**src/source/cpu_params.svh**
```systemverilog
`ifndef CPU_PARAMS_SVH
`define CPU_PARAMS_SVH

// Instruction memory, word addressed
`define CPU_IMEM_WORDS 256
`define CPU_IMEM_AW    8

// Data memory, word addressed
`define CPU_DMEM_WORDS 256

`define CPU_RESET_PC   32'h0000_0000

// Integer register file, x0 hardwired to zero
`define CPU_REG_COUNT  32

`endif

```
**src/source/cpu_pkg.sv**
```systemverilog
package cpu_pkg;

	// Phases of one instruction
	typedef enum logic [2:0] {
		IDLE  = 3'd0,
		PC    = 3'd1,
		IMR   = 3'd2,
		IDRFR = 3'd3,
		EX    = 3'd4,
		DMRW  = 3'd5
	} cpu_state_t;

	typedef enum logic [2:0] {
		OP_LUI    = 3'd0,
		OP_IMM    = 3'd1,
		OP_REG    = 3'd2,
		OP_LOAD   = 3'd3,
		OP_STORE  = 3'd4,
		OP_BRANCH = 3'd5,
		OP_JAL    = 3'd6,
		OP_NONE   = 3'd7    // Unsupported, retires as nop
	} inst_class_t;

	typedef enum logic [2:0] {
		ALU_ADD   = 3'd0,
		ALU_SUB   = 3'd1,
		ALU_AND   = 3'd2,
		ALU_OR    = 3'd3,
		ALU_XOR   = 3'd4,
		ALU_SLT   = 3'd5,
		ALU_PASSB = 3'd6
	} alu_op_t;

endpackage

```
**src/source/cpu_state_machine.sv**
```systemverilog
`timescale 1ns/10ps

module cpu_state_machine (
	input  logic clk,
	input  logic rst_n,
	input  logic stall,
	input  logic imr_run,
	input  logic id_rfr_run,
	input  logic dmrw_run,
	output logic stat_before_exec,
	output logic stat_pc,
	output logic stat_imr,
	output logic stat_idrfr,
	output logic stat_ex,
	output logic stat_dmrw
);
	import cpu_pkg::*;

	cpu_state_t state;
	cpu_state_t next_state;

	always_comb begin
		case (state)
			IDLE:    next_state = stall ? IDLE : PC;
			PC:      next_state = stall ? IDLE : IMR;
			IMR: begin
				if (stall)        next_state = IDLE;
				else if (imr_run) next_state = IMR;   // Fetch still in flight
				else              next_state = IDRFR;
			end
			IDRFR: begin
				if (stall)           next_state = IDLE;
				else if (id_rfr_run) next_state = IDRFR;
				else                 next_state = EX;
			end
			EX:      next_state = stall ? IDLE : DMRW;
			// Stall not honoured here so a store completes
			DMRW:    next_state = dmrw_run ? DMRW : PC;
			default: next_state = IDLE;
		endcase
	end

	always_ff @(posedge clk or negedge rst_n) begin
		if (!rst_n)
			state <= IDLE;
		else
			state <= next_state;
	end

	assign stat_pc    = (state == PC);
	assign stat_imr   = (state == IMR);
	assign stat_idrfr = (state == IDRFR);
	assign stat_ex    = (state == EX);
	assign stat_dmrw  = (state == DMRW);

	assign stat_before_exec = stat_pc | stat_imr | stat_idrfr;

endmodule

```
**config.mk**
```make
export PLATFORM = sky130hd
export DESIGN_NAME = cpu_state_machine
export DESIGN_NICKNAME = d
export VERILOG_FILES = /design/src/source/cpu_params.svh /design/src/source/cpu_pkg.sv /design/src/source/cpu_state_machine.sv
export SDC_FILE = /design/constraint.sdc
export NUM_CORES = 1
export LEC_CHECK = 0
export BUFFER_PORTS_ARGS = -buffer_cell sky130_fd_sc_hd__buf_2
export CAP_MARGIN = 20
export CORE_AREA = 2 2 39 41
export CTS_CLUSTER_DIAMETER = 80
export DETAILED_ROUTE_END_ITERATION = 10
export DIE_AREA = 0 0 41 43
export GPL_TIMING_DRIVEN = 1
export REMOVE_ABC_BUFFERS = 1
export SLEW_MARGIN = 20
export SYNTH_ARGS = -nofsm -noshare
export SYNTH_HDL_FRONTEND = slang
export SYNTH_SLANG_ARGS = --single-unit
```
**constraint.sdc**
```tcl
create_clock -name clk -period 2.5 [get_ports clk]
set_input_delay 0.375 -clock clk [delete_from_list [all_inputs] [get_ports clk]]
set_output_delay 0.375 -clock clk [all_outputs]
set_load 0.01 [all_outputs]
```
==> flow_metrics.tcl <==
set metrics [dict create \
    row_count 14 \
    finalInstanceArea_um2 300 \
    reg2reg_from "state[2]$_DFF_PN0_" \
    arrival_ns 1.17 \
    die-height_um 43 \
    routed_wl_um 466 \
    yosys.area.top_type "dfrtp_1" \
    root_buffer "clkbuf_4" \
    tightest_slew_ns 0.324 \
    seq_area_frac_synth_pct 37.5 \
    final_util_pct 21.7 \
    ioPinCount 12 \
    initial_core_util_pct 14.5 \
    fillers 151 \
    largest_register_ffs 3 \
    p_leak_nw 0.149 \
    dr.first_iter.drc_count 12 \
    crit_path_top_delay_cell "dfrtp_1" \
    grt-ovfl-total 0 \
    final_common_cell "buf_2" \
    die_w_um 41 \
    final_max_slew_viol_count 0 \
    drc 0 \
    vias_per_cell 4.06 \
    grt_pass1_vias 182 \
    nets 45 \
    rsz0062_at_grt "no" \
    wl_per_cell_um 8.63 \
    setup_viol 0 \
    diodes 0 \
    portBuffers 11 \
    ant_nets 0 \
    worstPathRequired_ns 2.12 \
    period_share_pct 61.9 \
    ys_warn_count 0 \
    synth_top_area_share_pct 37.5 \
    syn_area_um2 200 \
    final_cell_mix "buf_2 (11), nor2_1 (6), clkbuf_4 (3), dfrtp_1 (3), a21oi_1 (2)" \
    coreArea_mm2 0.00138 \
    largest_registers "state (3)" \
    cp-start-kind "flip-flop" \
    dr.pass1.iters 2 \
    finClkSkew_ns 0.000801 \
    synth_cell_type_count 16 \
    clk_pin_slew_ns 0.04 \
    ys_top_cells_by_area "dfrtp_1 (38%), nor2_1 (11%), nor3b_2 (6.3%)" \
    cts_tree "yes" \
    grt_start_max_net_pins 12 \
    ys_ff_latch 3 \
    postCtsSetupRepairBufs 0 \
    min_from "stall" \
    timing.final.hold_violations 0 \
    hold_path.class "input pin to flip-flop" \
    cts_buffers 3 \
    layout_min_cycle_time_ns 1.55 \
    grt_first_pass_wirelength_um 703 \
    status "complete, no violations" \
    htree_levels 1 \
    clk-insertion-delay-late_ns 0.23 \
    clock-sinks 3 \
    synthToLayoutAreaGrowth_pct 50.0 \
    critPathLaunch "state[0]$_DFF_PN0_" \
    fin_hold_ws_ns 0.347 \
    cap_violations 0 \
    synthCells 24 \
    cp_cell_sequence "nor2_1 -> and2_1 -> buf_2" \
    critPathCaptureType "primary output" \
    crit_path_max_fanout 10 \
    slowest_delay_ns 0.47 \
    fmaxAchievable_mhz 646 \
    drive_gt1_share_pct 42.1 \
    syn_avg_cell_area_um2 8.34 \
    postPlaceCellArea_um2 264 \
    grt_antenna_before_repair 0 \
    p_per_area_mw_per_mm2 811 \
    regMostFlops "state" \
    slew_headroom_pct 78.4 \
    worstSetupPathType "flip-flop to primary output" \
    fin_setup_tns_ns 0 \
    dieArea_mm2 0.00176 \
    ir_worst_vdd_uv 174 \
    cts_buffer_depth 2 \
    track_usage_pct 6.96 \
    dr_total_vias 219 \
    gp_congestion 0.696 \
]
-- power breakdown --
group / switching, W / internal, W / total (W)
Combinational: 0.0000366 / 0.0000387 / 0.0000754
Clock: 0.0000250 / 0.0000598 / 0.0000849
Sequential: 0.0000247 / 0.0000587 / 0.0000834
Total: 0.0000863 / 0.000157 / 0.000244
-- timing repair --
item	in CTS	in global routing
hold buffers	1	0
hold endpoints to repair	3	0
gates resized for setup	0	0
-- cells in the mapped netlist (all sizes together) --
library cell	n
nor4	1
and2	1
and3b	1
nand2b	1
o32ai	1
buf	1
or4	1
dfrtp	3
a21oi	2
nand2	1
o21ai	1
a31oi	1
nor3b	2
clkbuf	1
nor2	6
-- metal layers --
metal / part of all wire (%) / up-vias / track usage [%]
met1: 50 / 93 / 8.47
met3: 7.1 / 2 / 4.71
met5: 0 / - / 0
met4: 3.2 / 0 / 10.0
met2: 40 / 11 / 5.94
li1: - / 113 / -
-- logic make-up (layout without fill, tap and decap cells) --
logic type             count (synthesis)  in the layout  share of synthesized area [%]
and+or+nand+nor                       14             14                           41.9
AOI/OAI and AO/OA                      5              5                           15.0
buffers and inverters                  2             16                           5.62
DFF                                    3              3                           37.5
-- cell type report --
cell class,count,area [um2],area share (%)
Timing Repair Buffer,12,65.1,21.7
Tap cell,16,20.0,6.67
Multi-Input combinational cell,19,114,37.9
Clock buffer,4,26.3,8.75
Sequential cell,3,75.1,25.0
-- stage by stage --
stage	instances	power (W)	worst slack, ns
final	54	0.000244	0.952
after global routing	54	0.000271	0.859
after CTS	54	0.000250	0.923
after detailed placement	49	0.000160	1.18
after global placement	49	0.000159	1.20
after floorplan	22	0.000127	1.31
-- worst paths after layout --
| kind | endpoint | slack, ns | depth (start not counted) |
|---|---|---|---|
| setup / recovery | stat_ex | 0.95 | 3 |
| hold / removal | state[1]$_DFF_PN0_ | 0.35 | 2 |
| setup reg to reg | state[2]$_DFF_PN0_ | 1.30 | 2 |
| hold reg to reg | state[0]$_DFF_PN0_ | 0.62 | 1 |
| max in group asynchronous | state[1]$_DFF_PN0_ | 1.93 | 2 |
| min in group asynchronous | state[2]$_DFF_PN0_ | 0.47 | 2 |
-- critical path, delay by kind of cell (launching register included) --
family / cells / cell delay [ns]
buf+inv: 1 / 0.12
flops: 1 / 0.47
simple gates: 2 / 0.34
Note: power is estimated with default switching activity, not from simulation.
