`src/source/cpu_params.svh`:
```
`ifndef CPU_PARAMS_SVH
`define CPU_PARAMS_SVH

// Instruction memory, word addressed
`define CPU_IMEM_WORDS 256
`define CPU_IMEM_AW    8

// Data memory, word addressed
`define CPU_DMEM_WORDS 256

`define CPU_RESET_PC   32'h0000_0000

// Integer register file, x0 hardwired to zero
`define CPU_REG_COUNT  32

`endif

```
`src/source/cpu_pkg.sv`:
```
package cpu_pkg;

	// Phases of one instruction
	typedef enum logic [2:0] {
		IDLE  = 3'd0,
		PC    = 3'd1,
		IMR   = 3'd2,
		IDRFR = 3'd3,
		EX    = 3'd4,
		DMRW  = 3'd5
	} cpu_state_t;

	typedef enum logic [2:0] {
		OP_LUI    = 3'd0,
		OP_IMM    = 3'd1,
		OP_REG    = 3'd2,
		OP_LOAD   = 3'd3,
		OP_STORE  = 3'd4,
		OP_BRANCH = 3'd5,
		OP_JAL    = 3'd6,
		OP_NONE   = 3'd7    // Unsupported, retires as nop
	} inst_class_t;

	typedef enum logic [2:0] {
		ALU_ADD   = 3'd0,
		ALU_SUB   = 3'd1,
		ALU_AND   = 3'd2,
		ALU_OR    = 3'd3,
		ALU_XOR   = 3'd4,
		ALU_SLT   = 3'd5,
		ALU_PASSB = 3'd6
	} alu_op_t;

endpackage

```
`src/source/decode_regfile.sv`:
```
`timescale 1ns/10ps
`include "cpu_params.svh"

module decode_regfile (
	input  logic                 clk,
	input  logic                 rst_n,
	input  logic                 stat_idrfr,
	input  logic [31:0]          instr,
	input  logic                 wb_en,
	input  logic [4:0]           wb_rd,
	input  logic [31:0]          wb_data,
	output logic                 id_rfr_run,
	output logic [31:0]          rs1_val,
	output logic [31:0]          rs2_val,
	output logic [31:0]          imm,
	output logic [4:0]           rd,
	output cpu_pkg::inst_class_t inst_class,
	output cpu_pkg::alu_op_t     alu_op
);
	import cpu_pkg::*;

	logic [31:0] regs [0:`CPU_REG_COUNT-1];
	logic        issued;
	logic [6:0]  opcode;
	logic [2:0]  funct3;
	logic [6:0]  funct7;
	logic [4:0]  rs1;
	logic [4:0]  rs2;

	assign opcode = instr[6:0];
	assign funct3 = instr[14:12];
	assign funct7 = instr[31:25];
	assign rs1    = instr[19:15];
	assign rs2    = instr[24:20];
	assign rd     = instr[11:7];

	always_comb begin
		inst_class = OP_NONE;
		alu_op     = ALU_ADD;
		imm        = 32'd0;
		case (opcode)
			7'b0110111: begin    // LUI
				inst_class = OP_LUI;
				alu_op     = ALU_PASSB;
				imm        = {instr[31:12], 12'd0};
			end
			7'b0010011: begin
				imm = {{20{instr[31]}}, instr[31:20]};
				if (funct3 == 3'b000)
					inst_class = OP_IMM;    // ADDI only
			end
			7'b0110011: begin
				inst_class = OP_REG;
				case ({funct7, funct3})
					10'b0000000_000: alu_op = ALU_ADD;
					10'b0100000_000: alu_op = ALU_SUB;
					10'b0000000_111: alu_op = ALU_AND;
					10'b0000000_110: alu_op = ALU_OR;
					10'b0000000_100: alu_op = ALU_XOR;
					10'b0000000_010: alu_op = ALU_SLT;
					default:         inst_class = OP_NONE;
				endcase
			end
			7'b0000011: begin
				imm = {{20{instr[31]}}, instr[31:20]};
				if (funct3 == 3'b010)
					inst_class = OP_LOAD;
			end
			7'b0100011: begin
				imm = {{20{instr[31]}}, instr[31:25], instr[11:7]};
				if (funct3 == 3'b010)
					inst_class = OP_STORE;
			end
			7'b1100011: begin
				imm = {{19{instr[31]}}, instr[31], instr[7], instr[30:25],
					instr[11:8], 1'b0};
				// BNE is marked by ALU_XOR so exec can invert the compare
				if (funct3 == 3'b000) begin
					inst_class = OP_BRANCH;
					alu_op     = ALU_SUB;
				end else if (funct3 == 3'b001) begin
					inst_class = OP_BRANCH;
					alu_op     = ALU_XOR;
				end
			end
			7'b1101111: begin    // JAL
				inst_class = OP_JAL;
				imm        = {{11{instr[31]}}, instr[31], instr[19:12], instr[20],
					instr[30:21], 1'b0};
			end
			default: ;
		endcase
	end

	assign id_rfr_run = stat_idrfr & ~issued;

	always_ff @(posedge clk or negedge rst_n) begin
		if (!rst_n)
			issued <= 1'b0;
		else
			issued <= stat_idrfr;
	end

	always_ff @(posedge clk) begin
		if (id_rfr_run) begin
			rs1_val <= (rs1 == 5'd0) ? 32'd0 : regs[rs1];
			rs2_val <= (rs2 == 5'd0) ? 32'd0 : regs[rs2];
		end
		if (wb_en && wb_rd != 5'd0)
			regs[wb_rd] <= wb_data;
	end

endmodule

```
`config.mk`:
```
export PLATFORM = sky130hd
export DESIGN_NAME = decode_regfile
export DESIGN_NICKNAME = d
export VERILOG_FILES = /design/src/source/cpu_pkg.sv /design/src/source/decode_regfile.sv
export VERILOG_INCLUDE_DIRS = /design/src /design/src/source
export SDC_FILE = /design/constraint.sdc
export NUM_CORES = 1
export LEC_CHECK = 0
export BUFFER_PORTS_ARGS = -buffer_cell sky130_fd_sc_hd__buf_2
export CAP_MARGIN = 20
export CELL_PAD_IN_SITES_DETAIL_PLACEMENT = 0
export CELL_PAD_IN_SITES_GLOBAL_PLACEMENT = 2
export CORE_MARGIN = 3
export CORE_UTILIZATION = 40
export DETAILED_ROUTE_END_ITERATION = 8
export GPL_TIMING_DRIVEN = 0
export PLACE_DENSITY = 0.73
export SETUP_SLACK_MARGIN = 0.2
export SYNTH_ARGS = -nofsm -noshare
export SYNTH_HDL_FRONTEND = slang
export SYNTH_SLANG_ARGS = --single-unit
```
`constraint.sdc`:
```
create_clock -name clk -period 4.95 [get_ports clk]
set_clock_uncertainty 0.05 [all_clocks]
set_input_delay 0.7425 -clock clk [delete_from_list [all_inputs] [get_ports clk]]
set_output_delay 0.7425 -clock clk [all_outputs]
set_load 0.03 [all_outputs]
```
==> flow_summary.yaml <==
outcome:
  status: "finished, final reports clean"
sta:
  slew_headroom_pct: 7.37
  rsz0062_at_grt: "false"
  fin_crit_ps: 3950
  worst_slew_pin_slew_ps: 1390
  slew_violations: 0
  worst_slack_ps: 995
  holdWs_ps: 120
  setup_viol: 0
  tns_ps: 0
  max_freq_mhz: 253
  fin_crit_sh_pct: 79.9
  hold_viol: 0
grt:
  antenna_found_initial: 8
  grt_overflow: 0
  grtUsageTotal_pct: 29.5
  grt_pass1_wl_mm: 265
  grt_max_degree: 33
  grt_pass1_vias: 32600
placed_design:
  port_buffers: 172
  place_ws_ps: 468
  dpl.hpwl_mm: 136
  dp.cells: 4718
  gp_congestion: 0.914
die:
  coreArea_mm2: 0.124
  die_w_um: 361
  ios: 181
  die-area_mm2: 0.130
  initial_core_util_pct: 40.4
  die_h_um: 361
  core.rowCount: 129
cts:
  clock_sinks: 1089
  clk-insertion-delay-late_ps: 720
  tritoncts: "built"
  htree_levels: 3
  clk_pin_slew_ps: 60
  post_cts_buffers: 0
  root_buffer: "clkbuf_16"
  clockBufferDepth: 3
  numCtsBuffers: 117
routing:
  wire_per_inst_um: 39.7
  wl_met3_mm: 22.4
  via_per_inst: 6.63
  vias: 32800
  final_antenna_net_count: 0
  met1Wirelength_mm: 73.7
  drc: 0
  dr.pass1.iters: 6
  wirelength_mm: 196
  drt_iter0_markers: 4899
  wl_met2_mm: 88.5
  top_layer: "met5"
synthesis:
  synth_edf_count: 1088
  synthFlopType: "edfxtp_1"
  ys_warn_count: 0
  ys_types: 54
  netlist_top_cells_area: "edfxtp_1 65%, mux4_2 13%, mux2i_1 9.1%"
  synth_top_area_share_pct: 65.0
  synth-seq-cells: 1089
  netlist_area_mm2: 0.0503
  async_reset_ff_share_pct: 0.0918
  ys_seq_area_share_pct: 65.0
  synth.avg_cell_area_um2: 17.9
  yosys.area.top_type: "edfxtp_1"
  synth_cells: 2808
critical_path:
  startpoint: "instr[18]"
  crit_top_cell: "clkbuf_1"
  critical_path.cell_chain: "buf_2 -> and2_1 -> clkbuf_1 -> clkbuf_1 -> a22o_1 -> a2111oi_0 -> nor3_1"
  cp_slowest_stage_delay_ps: 970
  required_ps: 5250
  cpMaxStageDelayCell: "clkbuf_1"
  critPathTopFamily: "buffers and inverters"
  startpoint_type: "input pin"
  critPathKind: "in -> reg"
  setup.worst_path.end_class: "flop"
  critPathArrivalTime_ps: 4250
  path_buf_inv: 3
  cp_max_fo: 10
  worstReg2RegStart: "regs[15][4]$_DFFE_PP_"
finish:
  final_nets: 3281
  fillers: 10500
  layout.cells.non_filler: 4947
  drive_gt1_share_pct: 26.4
  area_growth_pct: 16.9
hold_path:
  hold_start: "stat_idrfr"
  hold_class: "in -> reg"
power:
  ir_worst_vdd_mv: 0.299
  cellLeakagePower_nw: 20.0
  p_per_area_mw_per_mm2: 367
  finalPower_mw: 21.5
flow_run:
  drv_cap: 0
==> flip-flops by register name, summed over array words and instances, names as in the netlist <==
name and flops:
rs2_val 32, rs1_val 32, regs 1024, issued 1
==> synth_stat cells (3+ instances only) <==
cell / count
a2111oi_0: 18
a2111oi_1: 5
a2111oi_2: 20
a211oi_1: 41
a21o_1: 19
a21oi_1: 17
a22o_1: 76
a22oi_1: 117
a31oi_1: 46
and2_1: 9
and3_1: 21
buf_1: 18
buf_2: 41
buf_4: 44
buf_6: 19
clkbuf_1: 109
edfxtp_1: 1088
mux2i_1: 458
mux4_2: 300
nand2_1: 56
nand2b_1: 7
nand3_1: 28
nor2_1: 48
nor2b_1: 22
nor3_1: 35
nor4_1: 3
o211ai_1: 16
o21ai_0: 18
o221ai_1: 30
o22a_1: 13
o22ai_1: 33
or3_1: 5
==> path summary, 6_finish.rpt <==
| check | to | slack (ps) | cells past startpoint |
|---|---|---|---|
| setup / recovery | rs1_val[29]$_SDFFCE_PN0P_ | 1000 | 7 |
| hold / removal | issued$_DFF_PN0_ | 120 | 1 |
| setup reg to reg | rs1_val[4]$_SDFFCE_PN0P_ | 2060 | 4 |
| hold reg to reg | rs1_val[19]$_SDFFCE_PN0P_ | 620 | 1 |
| max in group asynchronous | issued$_DFF_PN0_ | 4470 | 2 |
| min in group asynchronous | issued$_DFF_PN0_ | 300 | 2 |
==> metal layers <==
metal	vias to the layer above	track usage, %
met3	439	7.87
met2	2367	45.5
met5	-	0
met1	17300	38.6
li1	12700	-
met4	2	15.0
==> layout make-up <==
type                       instances  area (um^2)  area share [%]
inverter                           2         7.51          0.0128
buffer                           234         1250            2.12
antenna                            4         10.0          0.0170
clock inverter                    64          762            1.30
sequential                      1089        32700            55.7
timing repair buffer             250         2190            3.73
tap                             1637         2050            3.49
clock buffer                     153         3110            5.29
multi-input combinational       1514        16700            28.4
==> cells in the final DEF, fill, tap and decap left out, types with 20 or more instances in the layout <==
cell	n
a31oi_1	46
edfxtp_1	1088
o22ai_1	33
conb_1	32
nor2_4	31
a211oi_1	41
a2111oi_2	20
clkinv_1	23
nor2b_1	21
o221ai_1	30
and3_1	21
clkbuf_16	119
nand2_1	56
a22o_1	76
buf_4	44
buf_2	215
mux4_2	300
nand3_1	28
buf_1	22
mux2i_1	458
buf_12	31
buf_6	25
nor3_1	35
clkbuf_1	142
buf_8	21
a22oi_1	117
==> kinds of logic (layout without fill, tap and decap cells) <==
group           after synthesis  after routing  share of synthesized area (%)
flops                      1089           1089                           65.0
xor+xnor                      1              1                         0.0174
buf+inv                     236            703                           2.49
mux                         760            760                           22.6
compound gates              477            477                           7.44
simple gates                244            244                           2.40
other cells                   1             36                        0.00746
==> where the power goes <==
group | leakage (nW) | internal, mW | total [mW] | switching, mW
Clock | 1.87 | 5.28 | 8.97 | 3.69
Sequential | 9.86 | 10.3 | 10.4 | 0.0651
Combinational | 8.23 | 0.712 | 2.18 | 1.47
==> metrics by stage <==
stage	util [%]	instance area (um^2)
floorplan	-	50400
global placement	42.9	53300
detailed placement	44.1	54800
CTS	47.2	58700
global route	47.3	58700
finish	47.3	58800
==> repair_timing <==
item                       in CTS  in global routing
setup endpoints to repair       0                  0
hold endpoints to repair        1                  0
hold buffers                    1                  0
resized for setup               0                  0
No activity file was read; power rests on OpenSTA's default activity.
